### src/source/cpuIsaPkg.sv
`default_nettype none

package cpuIsaPkg;

    localparam int dataWidth = 16;

    typedef logic [dataWidth-1:0] word_t;   // Data and address word

    typedef logic [3:0] aluFunc_t;

    // ALU function codes, anything not listed adds
    localparam aluFunc_t aluAdd = 4'b0000;
    localparam aluFunc_t aluAnd = 4'b0001;
    localparam aluFunc_t aluSub = 4'b0010;
    localparam aluFunc_t aluOr = 4'b0011;
    localparam aluFunc_t aluMulRsvd = 4'b0100;   // Old multiply, illegal in A-type
    localparam aluFunc_t aluXor = 4'b1100;
    localparam aluFunc_t aluShl = 4'b1101;
    localparam aluFunc_t aluShr = 4'b1110;
    localparam aluFunc_t aluPassB = 4'b1111;

    // Register source codes
    localparam logic [1:0] regZero = 2'd0;
    localparam logic [1:0] regA = 2'd1;
    localparam logic [1:0] regB = 2'd2;
    localparam logic [1:0] regC = 2'd3;

    // Destination codes, 5 to 7 are illegal
    localparam logic [2:0] destNone = 3'd0;   // SP for I-type, flags for POP
    localparam logic [2:0] destA = 3'd1;
    localparam logic [2:0] destB = 3'd2;
    localparam logic [2:0] destC = 3'd3;
    localparam logic [2:0] destMemA = 3'd4;

    // Instruction classes
    localparam logic [3:0] clsA = 4'b0000;
    localparam logic [3:0] clsF = 4'b0010;   // Also needs bit 8 clear
    localparam logic [3:0] clsStack = 4'b0011;
    localparam logic [1:0] clsI = 2'b01;
    localparam logic [1:0] clsJ = 2'b11;

    // Stack operation, bits 8:7
    localparam logic [1:0] stackPush = 2'b00;
    localparam logic [1:0] stackPop = 2'b01;

    localparam word_t stackTop = 16'hFF00;

    // Carry sits at bit 0 so the F-type condition index 0 picks it
    typedef struct packed {
        logic zero;
        logic negative;
        logic overflow;
        logic carry;
    } flags_t;

    typedef struct packed {
        logic [3:0] cls;
        logic [2:0] src;   // Also F-type wanted value and flag index
        aluFunc_t func;   // Bits 8:7 select the stack operation
        logic [1:0] src2;
        logic [2:0] dest;
    } instrReg_t;

    typedef struct packed {
        logic [1:0] cls;
        logic [1:0] funcLo;
        logic [2:0] rd;   // Source and destination of I-type
        logic funcHi;
        logic [7:0] imm;   // Also F-type offset
    } instrImm_t;

    typedef union packed {
        instrReg_t regView;
        instrImm_t immView;
    } instr_t;

endpackage

`default_nettype wire

### src/source/cpuCtrlPkg.sv
`default_nettype none

package cpuCtrlPkg;

    // Step used for PC increment and stack pointer moves
    localparam cpuIsaPkg::word_t stepOne = 16'd1;

    typedef enum logic [2:0] {
        stStart,
        stFetch,
        stExecute,
        stPush2,
        stPop2,
        stHalt
    } ctrlState_t;

    // Memory address source
    typedef enum logic [1:0] {
        addrPc,
        addrA,
        addrSp,
        addrAlu
    } addrSel_t;

    // ALU operand source, first four follow the register codes
    typedef enum logic [2:0] {
        opndZero,
        opndA,
        opndB,
        opndC,
        opndSp,
        opndPc,
        opndMem,
        opndImm
    } opndSel_t;

    typedef struct packed {
        cpuIsaPkg::aluFunc_t func;
        opndSel_t selA;
        opndSel_t selB;
        cpuIsaPkg::word_t imm;   // Sign-extended immediate or offset
        addrSel_t addrSel;
        logic enA;
        logic enB;
        logic enC;
        logic enPC;
        logic enSP;
        logic enF;
        logic enMem;   // Latch readData into the memory-value register
        logic flagSrc;   // Set to load flags from result[3:0]
        logic re;
        logic we;
        logic initStack;   // SP gets stackTop instead of the result
    } ctrlBundle_t;

endpackage

`default_nettype wire

### src/source/cpuAlu.sv
`timescale 1ns/100ps
`default_nettype none

module cpuAlu (
    input wire cpuCtrlPkg::ctrlBundle_t ctrl,
    input wire cpuIsaPkg::word_t opA,
    input wire cpuIsaPkg::word_t opB,
    output cpuIsaPkg::word_t result,
    output cpuIsaPkg::flags_t aluFlags
);
    import cpuIsaPkg::*;

    logic [dataWidth:0] sum;
    logic [dataWidth:0] diff;   // Top bit is the borrow
    logic addOvf;
    logic subOvf;

    assign sum = {1'b0, opA} + {1'b0, opB};
    assign diff = {1'b0, opA} - {1'b0, opB};
    assign addOvf = (opA[dataWidth-1] == opB[dataWidth-1])
        && (sum[dataWidth-1] != opA[dataWidth-1]);
    assign subOvf = (opA[dataWidth-1] != opB[dataWidth-1])
        && (diff[dataWidth-1] != opA[dataWidth-1]);

    always_comb begin
        aluFlags.carry = 1'b0;
        aluFlags.overflow = 1'b0;
        case (ctrl.func)
            aluSub: begin
                result = diff[dataWidth-1:0];
                aluFlags.carry = diff[dataWidth];
                aluFlags.overflow = subOvf;
            end
            aluAnd: result = opA & opB;
            aluOr: result = opA | opB;
            aluXor: result = opA ^ opB;
            aluShl: result = opA << opB[3:0];
            aluShr: result = opA >> opB[3:0];   // Logical shift
            aluPassB: result = opB;
            default: begin   // Add and every spare code
                result = sum[dataWidth-1:0];
                aluFlags.carry = sum[dataWidth];
                aluFlags.overflow = addOvf;
            end
        endcase
        aluFlags.negative = result[dataWidth-1];
        aluFlags.zero = result == '0;
    end

endmodule

`default_nettype wire

### src/source/cpuController.sv
`timescale 1ns/100ps
`default_nettype none

module cpuController (
    input wire clk,
    input wire rst,
    input wire cpuIsaPkg::word_t readData,
    input wire cpuIsaPkg::flags_t flags,
    output cpuCtrlPkg::ctrlBundle_t ctrl,
    output logic halted
);
    import cpuIsaPkg::*;
    import cpuCtrlPkg::*;

    ctrlState_t state;
    ctrlState_t nextState;
    instr_t ir;
    instr_t cur;   // Word being decoded in this cycle
    logic isA;
    logic isI;
    logic isJ;
    logic isF;
    logic isPush;
    logic isPop;
    logic fTaken;
    logic [13:0] jumpOfs;
    word_t immWord;

    function automatic opndSel_t regOpnd(logic [1:0] code);
        opndSel_t sel;
        sel = opndZero;
        case (code)
            regZero: sel = opndZero;
            regA: sel = opndA;
            regB: sel = opndB;
            regC: sel = opndC;
        endcase
        return sel;
    endfunction

    // Register or memory-at-A destination, code 0 is left to the caller
    function automatic ctrlBundle_t applyDest(ctrlBundle_t b, logic [2:0] dest);
        ctrlBundle_t r;
        r = b;
        case (dest)
            destA: r.enA = 1'b1;
            destB: r.enB = 1'b1;
            destC: r.enC = 1'b1;
            destMemA: begin
                r.we = 1'b1;
                r.addrSel = addrA;
            end
            default: ;
        endcase
        return r;
    endfunction

    // In fetch the new word comes straight off the bus
    assign cur = (state == stFetch) ? instr_t'(readData) : ir;

    assign isA = cur.regView.cls == clsA && !cur.regView.src[2]
        && cur.regView.dest <= destMemA && cur.regView.func != aluMulRsvd;
    assign isI = cur.immView.cls == clsI && (!cur.immView.rd[2]
        || (cur.immView.rd == destMemA && cur.immView.funcHi
            && cur.immView.funcLo == 2'b11));   // Immediate store at A
    assign isJ = cur.immView.cls == clsJ;
    assign isF = cur.regView.cls == clsF && !cur.immView.funcHi;
    assign isPush = cur.regView.cls == clsStack && cur.regView.func[3:2] == stackPush
        && !cur.regView.src[2];
    assign isPop = cur.regView.cls == clsStack && cur.regView.func[3:2] == stackPop
        && cur.regView.src <= destMemA;
    assign fTaken = flags[cur.regView.src[1:0]] == cur.regView.src[2];

    assign jumpOfs = {cur.immView.funcLo, cur.immView.rd, cur.immView.funcHi, cur.immView.imm};
    assign immWord = isJ ? {{2{jumpOfs[13]}}, jumpOfs}
                         : {{8{cur.immView.imm[7]}}, cur.immView.imm};

    assign halted = state == stHalt;

    always_ff @(posedge clk) begin
        if (rst) begin
            state <= stStart;
        end else begin
            state <= nextState;
        end
    end

    always_ff @(posedge clk) begin
        if (state == stFetch) ir <= readData;
    end

    always_comb begin
        nextState = stHalt;   // Illegal words and halt end up here
        case (state)
            stStart: nextState = stFetch;
            stFetch: begin
                if (isA || isI || isJ || isPush || isPop || (isF && fTaken)) begin
                    nextState = stExecute;
                end else if (isF) begin
                    nextState = stFetch;   // Branch not taken
                end
            end
            stExecute: begin
                if (isPush) nextState = stPush2;
                else if (isPop) nextState = stPop2;
                else nextState = stFetch;
            end
            stPush2, stPop2: nextState = stFetch;
            default: nextState = stHalt;
        endcase
    end

    always_comb begin
        ctrl = '0;
        case (state)
            stStart: begin   // Zero operands give PC = 0
                ctrl.initStack = 1'b1;
                ctrl.enSP = 1'b1;
                ctrl.enPC = 1'b1;
            end
            stFetch: begin
                ctrl.re = 1'b1;
                ctrl.addrSel = addrPc;
                ctrl.func = aluAdd;
                ctrl.selA = opndPc;
                ctrl.selB = opndImm;
                ctrl.imm = stepOne;
                ctrl.enPC = 1'b1;
            end
            stExecute: begin
                ctrl.imm = immWord;
                if (isA) begin
                    ctrl.func = cur.regView.func;
                    ctrl.selA = regOpnd(cur.regView.src[1:0]);
                    ctrl.selB = regOpnd(cur.regView.src2);
                    ctrl.enF = |cur;   // NOP keeps the flags
                    ctrl = applyDest(ctrl, cur.regView.dest);
                end else if (isI) begin
                    ctrl.func = {{2{cur.immView.funcHi}}, cur.immView.funcLo};
                    ctrl.selA = (cur.immView.rd == destNone) ? opndSp
                                                             : regOpnd(cur.immView.rd[1:0]);
                    ctrl.selB = opndImm;
                    ctrl.enF = 1'b1;
                    ctrl.enSP = cur.immView.rd == destNone;
                    ctrl = applyDest(ctrl, cur.immView.rd);
                end else if (isPush) begin
                    ctrl.func = aluAdd;
                    ctrl.selA = regOpnd(cur.regView.src[1:0]);
                    ctrl.we = 1'b1;
                    ctrl.addrSel = addrSp;
                end else if (isPop) begin   // Read at SP + 1
                    ctrl.func = aluAdd;
                    ctrl.selA = opndSp;
                    ctrl.selB = opndImm;
                    ctrl.imm = stepOne;
                    ctrl.enSP = 1'b1;
                    ctrl.re = 1'b1;
                    ctrl.addrSel = addrAlu;
                    ctrl.enMem = 1'b1;
                end else begin   // J-type or taken F-type
                    ctrl.func = aluAdd;
                    ctrl.selA = opndPc;
                    ctrl.selB = opndImm;
                    ctrl.enPC = 1'b1;
                end
            end
            stPush2: begin
                ctrl.func = aluSub;
                ctrl.selA = opndSp;
                ctrl.selB = opndImm;
                ctrl.imm = stepOne;
                ctrl.enSP = 1'b1;
            end
            stPop2: begin
                ctrl.func = aluAdd;
                ctrl.selA = opndMem;
                ctrl.flagSrc = 1'b1;
                ctrl.enF = cur.regView.src == destNone;
                ctrl = applyDest(ctrl, cur.regView.src);
            end
            default: ;
        endcase
        if (rst) ctrl = '0;   // No strobes or enables in reset
    end

    // Bus strobes are exclusive in every state
    assert property (@(posedge clk) disable iff (rst) !(ctrl.re && ctrl.we));

    // Only reset brings the core out of halt
    assert property (@(posedge clk) disable iff (rst) state == stHalt |=> state == stHalt);

endmodule

`default_nettype wire

### src/source/cpuCore.sv
`timescale 1ns/100ps
`default_nettype none

module cpuCore (
    input wire clk,
    input wire rst,
    input wire cpuIsaPkg::word_t readData,
    output cpuIsaPkg::word_t memAddr,
    output cpuIsaPkg::word_t writeData,
    output logic re,
    output logic we,
    output logic halted
);
    import cpuIsaPkg::*;
    import cpuCtrlPkg::*;

    ctrlBundle_t ctrl;
    word_t opA;
    word_t opB;
    word_t result;
    flags_t aluFlags;
    flags_t flags;   // Flag register, for branch decisions

    cpuController u_cpuController (
        .clk(clk),
        .rst(rst),
        .readData(readData),
        .flags(flags),
        .ctrl(ctrl),
        .halted(halted)
    );

    cpuRegisters u_cpuRegisters (
        .clk(clk),
        .rst(rst),
        .ctrl(ctrl),
        .result(result),
        .aluFlags(aluFlags),
        .readData(readData),
        .opA(opA),
        .opB(opB),
        .memAddr(memAddr),
        .flags(flags)
    );

    cpuAlu u_cpuAlu (
        .ctrl(ctrl),
        .opA(opA),
        .opB(opB),
        .result(result),
        .aluFlags(aluFlags)
    );

    assign writeData = result;   // Stores always carry the ALU result
    assign re = ctrl.re;
    assign we = ctrl.we;

endmodule

`default_nettype wire

### src/source/cpuRegisters.sv
`timescale 1ns/100ps
`default_nettype none

module cpuRegisters (
    input wire clk,
    input wire rst,
    input wire cpuCtrlPkg::ctrlBundle_t ctrl,
    input wire cpuIsaPkg::word_t result,
    input wire cpuIsaPkg::flags_t aluFlags,
    input wire cpuIsaPkg::word_t readData,
    output cpuIsaPkg::word_t opA,
    output cpuIsaPkg::word_t opB,
    output cpuIsaPkg::word_t memAddr,
    output cpuIsaPkg::flags_t flags
);
    import cpuIsaPkg::*;
    import cpuCtrlPkg::*;

    word_t aReg;
    word_t bReg;
    word_t cReg;
    word_t pcReg;
    word_t spReg;
    word_t memVal;   // Value latched by POP
    flags_t flagReg;

    function automatic word_t pickOpnd(opndSel_t sel);
        word_t v;
        case (sel)
            opndA: v = aReg;
            opndB: v = bReg;
            opndC: v = cReg;
            opndSp: v = spReg;
            opndPc: v = pcReg;
            opndMem: v = memVal;
            opndImm: v = ctrl.imm;
            default: v = '0;   // Zero register
        endcase
        return v;
    endfunction

    assign opA = pickOpnd(ctrl.selA);
    assign opB = pickOpnd(ctrl.selB);
    assign flags = flagReg;

    always_comb begin
        case (ctrl.addrSel)
            addrA: memAddr = aReg;
            addrSp: memAddr = spReg;
            addrAlu: memAddr = result;   // POP reads at SP + 1
            default: memAddr = pcReg;
        endcase
    end

    // General registers and flags start from zero
    always_ff @(posedge clk) begin
        if (rst) begin
            aReg <= '0;
            bReg <= '0;
            cReg <= '0;
            flagReg <= '0;
        end else begin
            if (ctrl.enA) aReg <= result;
            if (ctrl.enB) bReg <= result;
            if (ctrl.enC) cReg <= result;
            if (ctrl.enF) flagReg <= ctrl.flagSrc ? flags_t'(result[3:0]) : aluFlags;
        end
    end

    // PC and SP are set up by the start state
    always_ff @(posedge clk) begin
        if (ctrl.enPC) pcReg <= result;
        if (ctrl.enSP) spReg <= ctrl.initStack ? stackTop : result;
        if (ctrl.enMem) memVal <= readData;
    end

    assert property (@(posedge clk) disable iff (rst)
        (ctrl.enSP && ctrl.enPC) |-> ctrl.initStack);

    // Memory value is consumed right after the POP read
    assert property (@(posedge clk) disable iff (rst)
        (ctrl.selA == opndMem || ctrl.selB == opndMem) |-> $past(ctrl.enMem));

endmodule

`default_nettype wire

### config.mk
export PLATFORM = sky130hd
export DESIGN_NAME = cpuCore
export DESIGN_NICKNAME = d
export VERILOG_FILES = /design/src/source/cpuIsaPkg.sv /design/src/source/cpuCtrlPkg.sv /design/src/source/cpuAlu.sv /design/src/source/cpuController.sv /design/src/source/cpuCore.sv /design/src/source/cpuRegisters.sv
export SDC_FILE = /design/constraint.sdc
export NUM_CORES = 1
export LEC_CHECK = 0
export BUFFER_PORTS_ARGS = -buffer_cell sky130_fd_sc_hd__buf_2
export CORE_ASPECT_RATIO = 1.4
export CORE_MARGIN = 2
export CORE_UTILIZATION = 45
export CTS_CLUSTER_DIAMETER = 50
export DETAILED_ROUTE_END_ITERATION = 12
export GPL_TIMING_DRIVEN = 1
export PLACE_DENSITY = 0.58
export SETUP_SLACK_MARGIN = 0.1
export SYNTH_ARGS = -nofsm -noshare
export SYNTH_HDL_FRONTEND = slang
export SYNTH_HIERARCHICAL = 1
export SYNTH_SLANG_ARGS = --single-unit
### constraint.sdc
create_clock -name clk -period 10.5 [get_ports clk]
set_input_delay 0 -clock clk [delete_from_list [all_inputs] [get_ports clk]]
set_output_delay 0 -clock clk [all_outputs]
set_load 0.01 [all_outputs]
==> results.md, run 1 <==
- Max-cap violation count: 0
- Starting DRT DRC Count: 1253
- Buffers inserted during post-CTS setup optimization: 0
- Crit start category: flop
- Initial antenna violation count: 0
- Slack of the worst reg-to-reg path: 1680 ps
- Die area: 27300 µm²
- Worst Setup Path Type: flop to primary output
- Die width: 140 µm
- Total number of H-tree levels: 4
- Fin. Hold Viols: 0
- Effective utilization at floorplan: 45.9%
- Design Power: 0.00349 W
- Via density per instance: 6.82
- Minimum period implied by the final worst setup slack: 9200 ps
- Core Area: 25500 µm²
- GRT Resource Usage Total: 33.8%
- Number of fill cells in the layout: 2463
- Average wire per cell in the routed design: 27.7 µm
- Count of flip-flops with a built-in enable after synthesis: 48
- Clock Skew: 9.03 ps
- Clock tree buffer depth: 2
- Clock slew at reported path FFs: 60 ps
- Share of the cycle needed by the critical path after routing: 87.6%
- Area share of the leading cell type in the synthesized netlist: 12.8%
- Layout cell share with drive strength beyond 1: 18.1%
- Crit path max fanout: 29
- Destination of the worst hold path: u_cpuRegisters/aReg[0]$_SDFFE_PP0P_
- Number of iterations in the first detailed-routing pass: 5
- Later-pin clock latency in the skew report: 430 ps
- Clock root buffer: clkbuf_16
- Global-route wire length before repair: 69800 µm
- Final setup fails: 0
- Predominant post-synthesis flop cell: dfxtp_1
- CTS tree: yes
- Height of the chip: 195 µm
- CP Data Required Time: 10500 ps
- Yosys top cell by area: mux2i_1
- Data arrival time at the worst-slack endpoint: 9200 ps
- Reg-to-reg startpoint: u_cpuController/state[0]$_SDFF_PP0_
- Count of warnings emitted by yosys: 6
- Dpl hpwl: 34600 µm
- Synthesized cell area: 11700 µm²
- Area growth from synthesis to layout: 11.0%
- Sink Count: 119
- Fmax: 0.109 GHz
- Pin count of the biggest net entering global routing: 68
- Max-slew violations: 0
- Post-synthesis sequential area ratio: 24.5%
- Count of different cell masters after synthesis: 96
- Min-delay src: rst
- Post-synthesis register bit count: 119
- Leakage Power: 4.67 nW
- Placer congestion estimate: 0.998
- Final Util: 51.0%
- PD cells: 269 nW/µm²
- TritonCTS Buffers: 17
- Drt drc: 0
- Std-Cell Rows: 69
- Critical Path Sink Type: primary output
- Grt total ovfl: 0
- Number of nets in the finished design: 1419
- Average size of a mapped cell: 8.84 µm²
- Setup repair after global routing missed its margin: no
- Port bufs: 52
- Most frequently used cell type in the post-synthesis netlist: mux2i_1
- Post-synthesis net count: 1392
- Share of synthesized registers carrying an async set or reset: 0%
- Tightest slew margin relative to the limit: 17.5%
- Worst r2r dst: u_cpuRegisters/flags[3]$_SDFFE_PP0P_
- N_diodes: 0
- Via count: 11500
- Worst Tran Pin Value: 1240 ps
- Total wire length after detailed routing: 46600 µm
- Via count of the first global-routing pass: 11300
- Number of cells traversed by the worst register-to-register path: 24
- Setup TNS: 0 ps
- Top-Level Pins: 53
- Biggest area contributors in the synthesized netlist: mux2i_1 (13%), edfxtp_1 (12%), dfxtp_1 (12%)
- Worst ir drop on vdd: 0.139 mV
- Worst hold path depth: 3
- Leading post-synthesis cells by instance count: mux2i_1 (150), nor2_1 (132), nand2_1 (103), dfxtp_1 (71), inv_1 (63)
- Result of the run: completed
- Final antenna-violating net count: 0
- Cells after synthesis: 1323
- Class of the worst hold path: primary input to flop
cell usage in the layout, fill, tap and decap left out, drive strengths merged, types with 46 or more instances in the layout:
master	count
nor2	133
a21oi	61
nand2	103
a221oi	46
edfxtp	48
inv	72
ha	49
dfxtp	71
o21ai	49
mux2i	151
buf	97
kinds of logic after synthesis:
| logic type | synth area share (%) |
|---|---|
| xor+xnor | 0.749 |
| mux | 23.5 |
| flops | 24.5 |
| simple gates | 17.6 |
| compound gates | 20.8 |
| fa+ha+maj | 5.59 |
| buf+inv | 7.31 |
per-layer routing:
metal | wire length (µm) | share of wire, % | track usage, % | vias up
li1 | - | - | - | 5066
met5 | 0 | 0 | 0 | -
met4 | 3590 | 7.7 | 23.4 | 0
met1 | 17400 | 37 | 38.8 | 5636
met2 | 23200 | 50 | 58.3 | 591
met3 | 2430 | 5.2 | 3.87 | 179
power by group:
part	switching (W)	total, W	internal, W
registers	0.000103	0.000713	0.000610
logic	0.00135	0.00215	0.000799
clock network	0.000240	0.000626	0.000386
total	0.00169	0.00349	0.00179
state kept, by name (all words and copies together), names as in the netlist:
register and flops:
u_cpuRegisters/aReg 16, u_cpuRegisters/memVal 16, u_cpuRegisters/flags 4, u_cpuRegisters/cReg 16
u_cpuRegisters/pcReg 16, u_cpuRegisters/bReg 16, u_cpuController/ir 16, u_cpuController/state 3
u_cpuRegisters/spReg 16
worst max-delay path: stages (launching register included):
cell and delay, ps:
dfxtp_1 610, or3b_4 640, mux2i_1 470, inv_2 160
a211oi_4 360, a21oi_2 130, nand2_1 100, a41o_2 480
buf_4 450, nor2b_4 390, nor2b_4 350, a211o_1 510
inv_1 90, ha_1 370, or2_0 250, a221o_1 380
a2111oi_0 830, o21ai_1 310, a41oi_1 320, nor2_1 80
o32ai_1 260, o211ai_1 380, mux4_2 620, buf_2 160
metrics by stage:
| stage | worst slack [ps] | std cells | hold slack (ps) | instance area [µm²] |
|---|---|---|---|---|
| 3_3_place_gp | 2150 | 1634 | 217 | 12200 |
| 4_1_cts | 1520 | 1682 | 244 | 13000 |
| 6_report | 1300 | 1682 | 257 | 13000 |
| 2_1_floorplan | 3960 | 1323 | 68.9 | 11700 |
| 3_5_place_dp | 1960 | 1634 | 216 | 12200 |
| 5_1_grt | 868 | 1682 | 268 | 13000 |
worst max path at each step:
stage / startpoint / to / slack [ps] / depth (start not counted)
2_1_floorplan: u_cpuController/state[0]$_SDFF_PP0_ / u_cpuRegisters/flags[3]$_SDFFE_PP0P_ / 3960 / 28
3_3_place_gp: u_cpuController/state[0]$_SDFF_PP0_ / u_cpuRegisters/flags[3]$_SDFFE_PP0P_ / 2150 / 24
3_5_place_dp: u_cpuController/state[0]$_SDFF_PP0_ / u_cpuRegisters/flags[3]$_SDFFE_PP0P_ / 1960 / 24
4_1_cts: u_cpuController/state[0]$_SDFF_PP0_ / memAddr[15] / 1520 / 23
5_1_grt: u_cpuController/state[0]$_SDFF_PP0_ / memAddr[15] / 870 / 23
6_report: u_cpuController/state[0]$_SDFF_PP0_ / memAddr[15] / 1300 / 23
timing repair:
item	4_1_cts	5_1_grt
gates resized for setup	0	0
endpoints found under the hold margin	27	0
hold buffers	16	0
layout make-up:
cell class / instances / area [µm²] / area share (%)
tap: 319 / 399 / 3.07
timing repair buffer: 113 / 758 / 5.84
inverter: 69 / 259 / 2.00
clock buffer: 18 / 439 / 3.38
clock inverter: 14 / 188 / 1.45
sequential: 119 / 2860 / 22.1
multi-input combinational: 1030 / 8080 / 62.2
Power figures use the tool's default switching activity.
==> inputs of run 2 (changes only) <==
==> constraint.sdc (replaced) <==
create_clock -name clk -period 10.5 [get_ports clk]
set_input_delay 3.15 -clock clk [delete_from_list [all_inputs] [get_ports clk]]
set_output_delay 3.15 -clock clk [all_outputs]
set_load 0.01 [all_outputs]
==> run 2 against run 1 <==
  * Via count rose by 17%
  * Final cell count grew 25%
  * Critical path depth increased by 1
  * The flow now finishes with violations (setup timing)
  * Largest power group unchanged
  * Largest cell class unchanged
  * Routed wire length up 19%
  * Critical path type is now primary input to primary output
  * Global-route usage is 5.6 points higher
  * Cell area grew 44%
  * Hold slack improved by 230 ps
==> results.md, run 2 (synthesized netlist as in run 1, its figures left out) <==
- Clock root buffer: clkbuf_16
- Most frequent cells in the layout: buf_4 (387), mux2i_1 (134), nor2_1 (123)
- Fmax: 0.0874 GHz
- Worst Setup Path Type: primary input to primary output
- Crit path max fanout: 5
- Violations in the final reports: setup timing
- Std-Cell Rows: 69
- Class of the worst hold path: flop to flop
- Critical path origin: readData[10]
- Worst Tran Pin Value: 1260 ps
- Fin. Hold Viols: 0
- Min-delay src: u_cpuController/ir[5]$_DFF_P_
- Max-cap violation count: 0
- Result of the run: finished, violations left
- Number of nets in the finished design: 1842
- Die width: 140 µm
- Via density per instance: 6.37
- Clock slew at reported path FFs: 60 ps
- Reg-to-reg startpoint: u_cpuController/state[0]$_SDFF_PP0_
- Clock tree buffer depth: 2
- Sink Count: 119
- Final setup fails: 31
- Crit start category: primary input
- Minimum period implied by the final worst setup slack: 11440 ps
- Max-slew violations: 0
- Later-pin clock latency in the skew report: 430 ps
- Placer congestion estimate: 1.09
- Average wire per cell in the routed design: 26.3 µm
- Layout cell share with drive strength beyond 1: 50.1%
- Clock Skew: 9.83 ps
- N_diodes: 0
- TritonCTS Buffers: 17
- CP Data Required Time: 7350 ps
- Leakage Power: 7.36 nW
- Drt drc: 0
- GRT Resource Usage Total: 39.4%
- Pin count of the biggest net entering global routing: 35
- # hold bufs at CTS: 0
- Die area: 27300 µm²
- Number of iterations in the first detailed-routing pass: 5
- Critical Path Sink Type: primary output
- Global-route wire length before repair: 81200 µm
- Starting DRT DRC Count: 1097
- Total met2 wirelength after detailed routing: 28100 µm
- Port bufs: 52
- Design Power: 0.00539 W
- Leading cell type in the layout, fill and taps excluded: buf_4
- Data arrival time at the worst-slack endpoint: 8290 ps
- Via count of the first global-routing pass: 13700
- Height of the chip: 195 µm
- CTS tree: yes
- Grt total ovfl: 0
- Effective utilization at floorplan: 45.9%
- Initial antenna violation count: 1
- Setup repair after global routing missed its margin: yes
- Total wire length after detailed routing: 55400 µm
- Core Area: 25500 µm²
- Worst ir drop on vdd: 0.213 mV
- Setup TNS: -14400 ps
- Detailed-routing wirelength on met1: 19400 µm
- Area growth from synthesis to layout: 60.3%
- Share of the cycle needed by the critical path after routing: 109%
- Number of fill cells in the layout: 1886
- Via count: 13400
- Tightest slew margin relative to the limit: 15.9%
- Total number of H-tree levels: 4
- Final antenna-violating net count: 0
- Dpl hpwl: 40600 µm
- Top-Level Pins: 53
- PD cells: 287 nW/µm²
- Uppermost layer routed: met5
- Final worst setup slack: -942 ps
- Routed wire length on met3: 3120 µm
## run 2: cell types whose count changed in the layout (fill, tap and decap cells not counted), sizes merged, moves of 2 or more
cell | previous run | this run
bufbuf | 0 | 2
buf | 97 | 533
clkbuf | 18 | 20
inv | 72 | 67
bufinv | 3 | 5
dlygate4sd3 | 16 | 0
clkinv | 5 | 7
## run 2: worst paths after layout
path	end	slack, ps	depth (start not counted)
setup reg to reg	u_cpuRegisters/flags[3]$_SDFFE_PP0P_	2720	34
setup / recovery	memAddr[15]	-940	24
hold reg to reg	u_cpuController/ir[5]$_DFF_P_	490	2
hold / removal	u_cpuController/ir[5]$_DFF_P_	490	2
## run 2: worst max-delay path: stages
cell and delay [ps]:
buf_6 90, or2_4 270, nor4_4 270, a221o_2 200
a31oi_1 100, o21ai_1 190, a31oi_2 90, buf_12 180
nor2b_4 210, a221oi_4 110, a221oi_4 330, inv_2 110
ha_4 190, buf_6 110, or2_0 200, a221o_2 440
a2111oi_4 440, o21ai_2 130, a41oi_2 300, nor2_2 80
o32ai_2 210, o211ai_1 170, mux4_2 540, buf_6 140
## run 2: metrics by stage
stage | hold WS (ps) | worst slack (ps) | utilization, % | instances | cell area (µm²)
CTS | 490 | -855 | 70.2 | 2063 | 17900
global placement | 478 | -1220 | 58.9 | 1947 | 15000
detailed placement | 482 | -1320 | 58.9 | 1947 | 15000
global route | 531 | -1030 | 73.6 | 2105 | 18700
floorplan | 443 | -668 | - | 1323 | 12100
finish | 488 | -942 | 73.6 | 2105 | 18700
## run 2: report_power, final
part	switching, W	internal (W)	leakage (nW)
registers	0.000101	0.000610	1.03
logic	0.00201	0.00202	6.03
clock network	0.000223	0.000421	0.302
## run 2: area by class of cell
type,count,area (µm²),area share [%]
clock buffer,20,437,2.33
clock inverter,12,200,1.07
inverter,69,273,1.46
multi-input combinational,1031,9830,52.5
sequential,119,2860,15.3
tap,319,399,2.13
timing repair buffer,535,4740,25.3
## run 2: what timing repair did
item | 4_1_cts | 5_1_grt
gates resized for setup | 307 | 112
gates cloned | 6 | 0
endpoints found under the setup margin | 32 | 32
pin swaps | 79 | 64
buffers inserted | 85 | 54
## run 2: layer usage
| layer | global-route usage (%) | vias to the layer above |
|---|---|---|
| li1 | - | 5909 |
| met1 | 41.5 | 6558 |
| met2 | 71.1 | 672 |
| met3 | 5.44 | 269 |
| met4 | 28.4 | 2 |
| met5 | 0 | - |
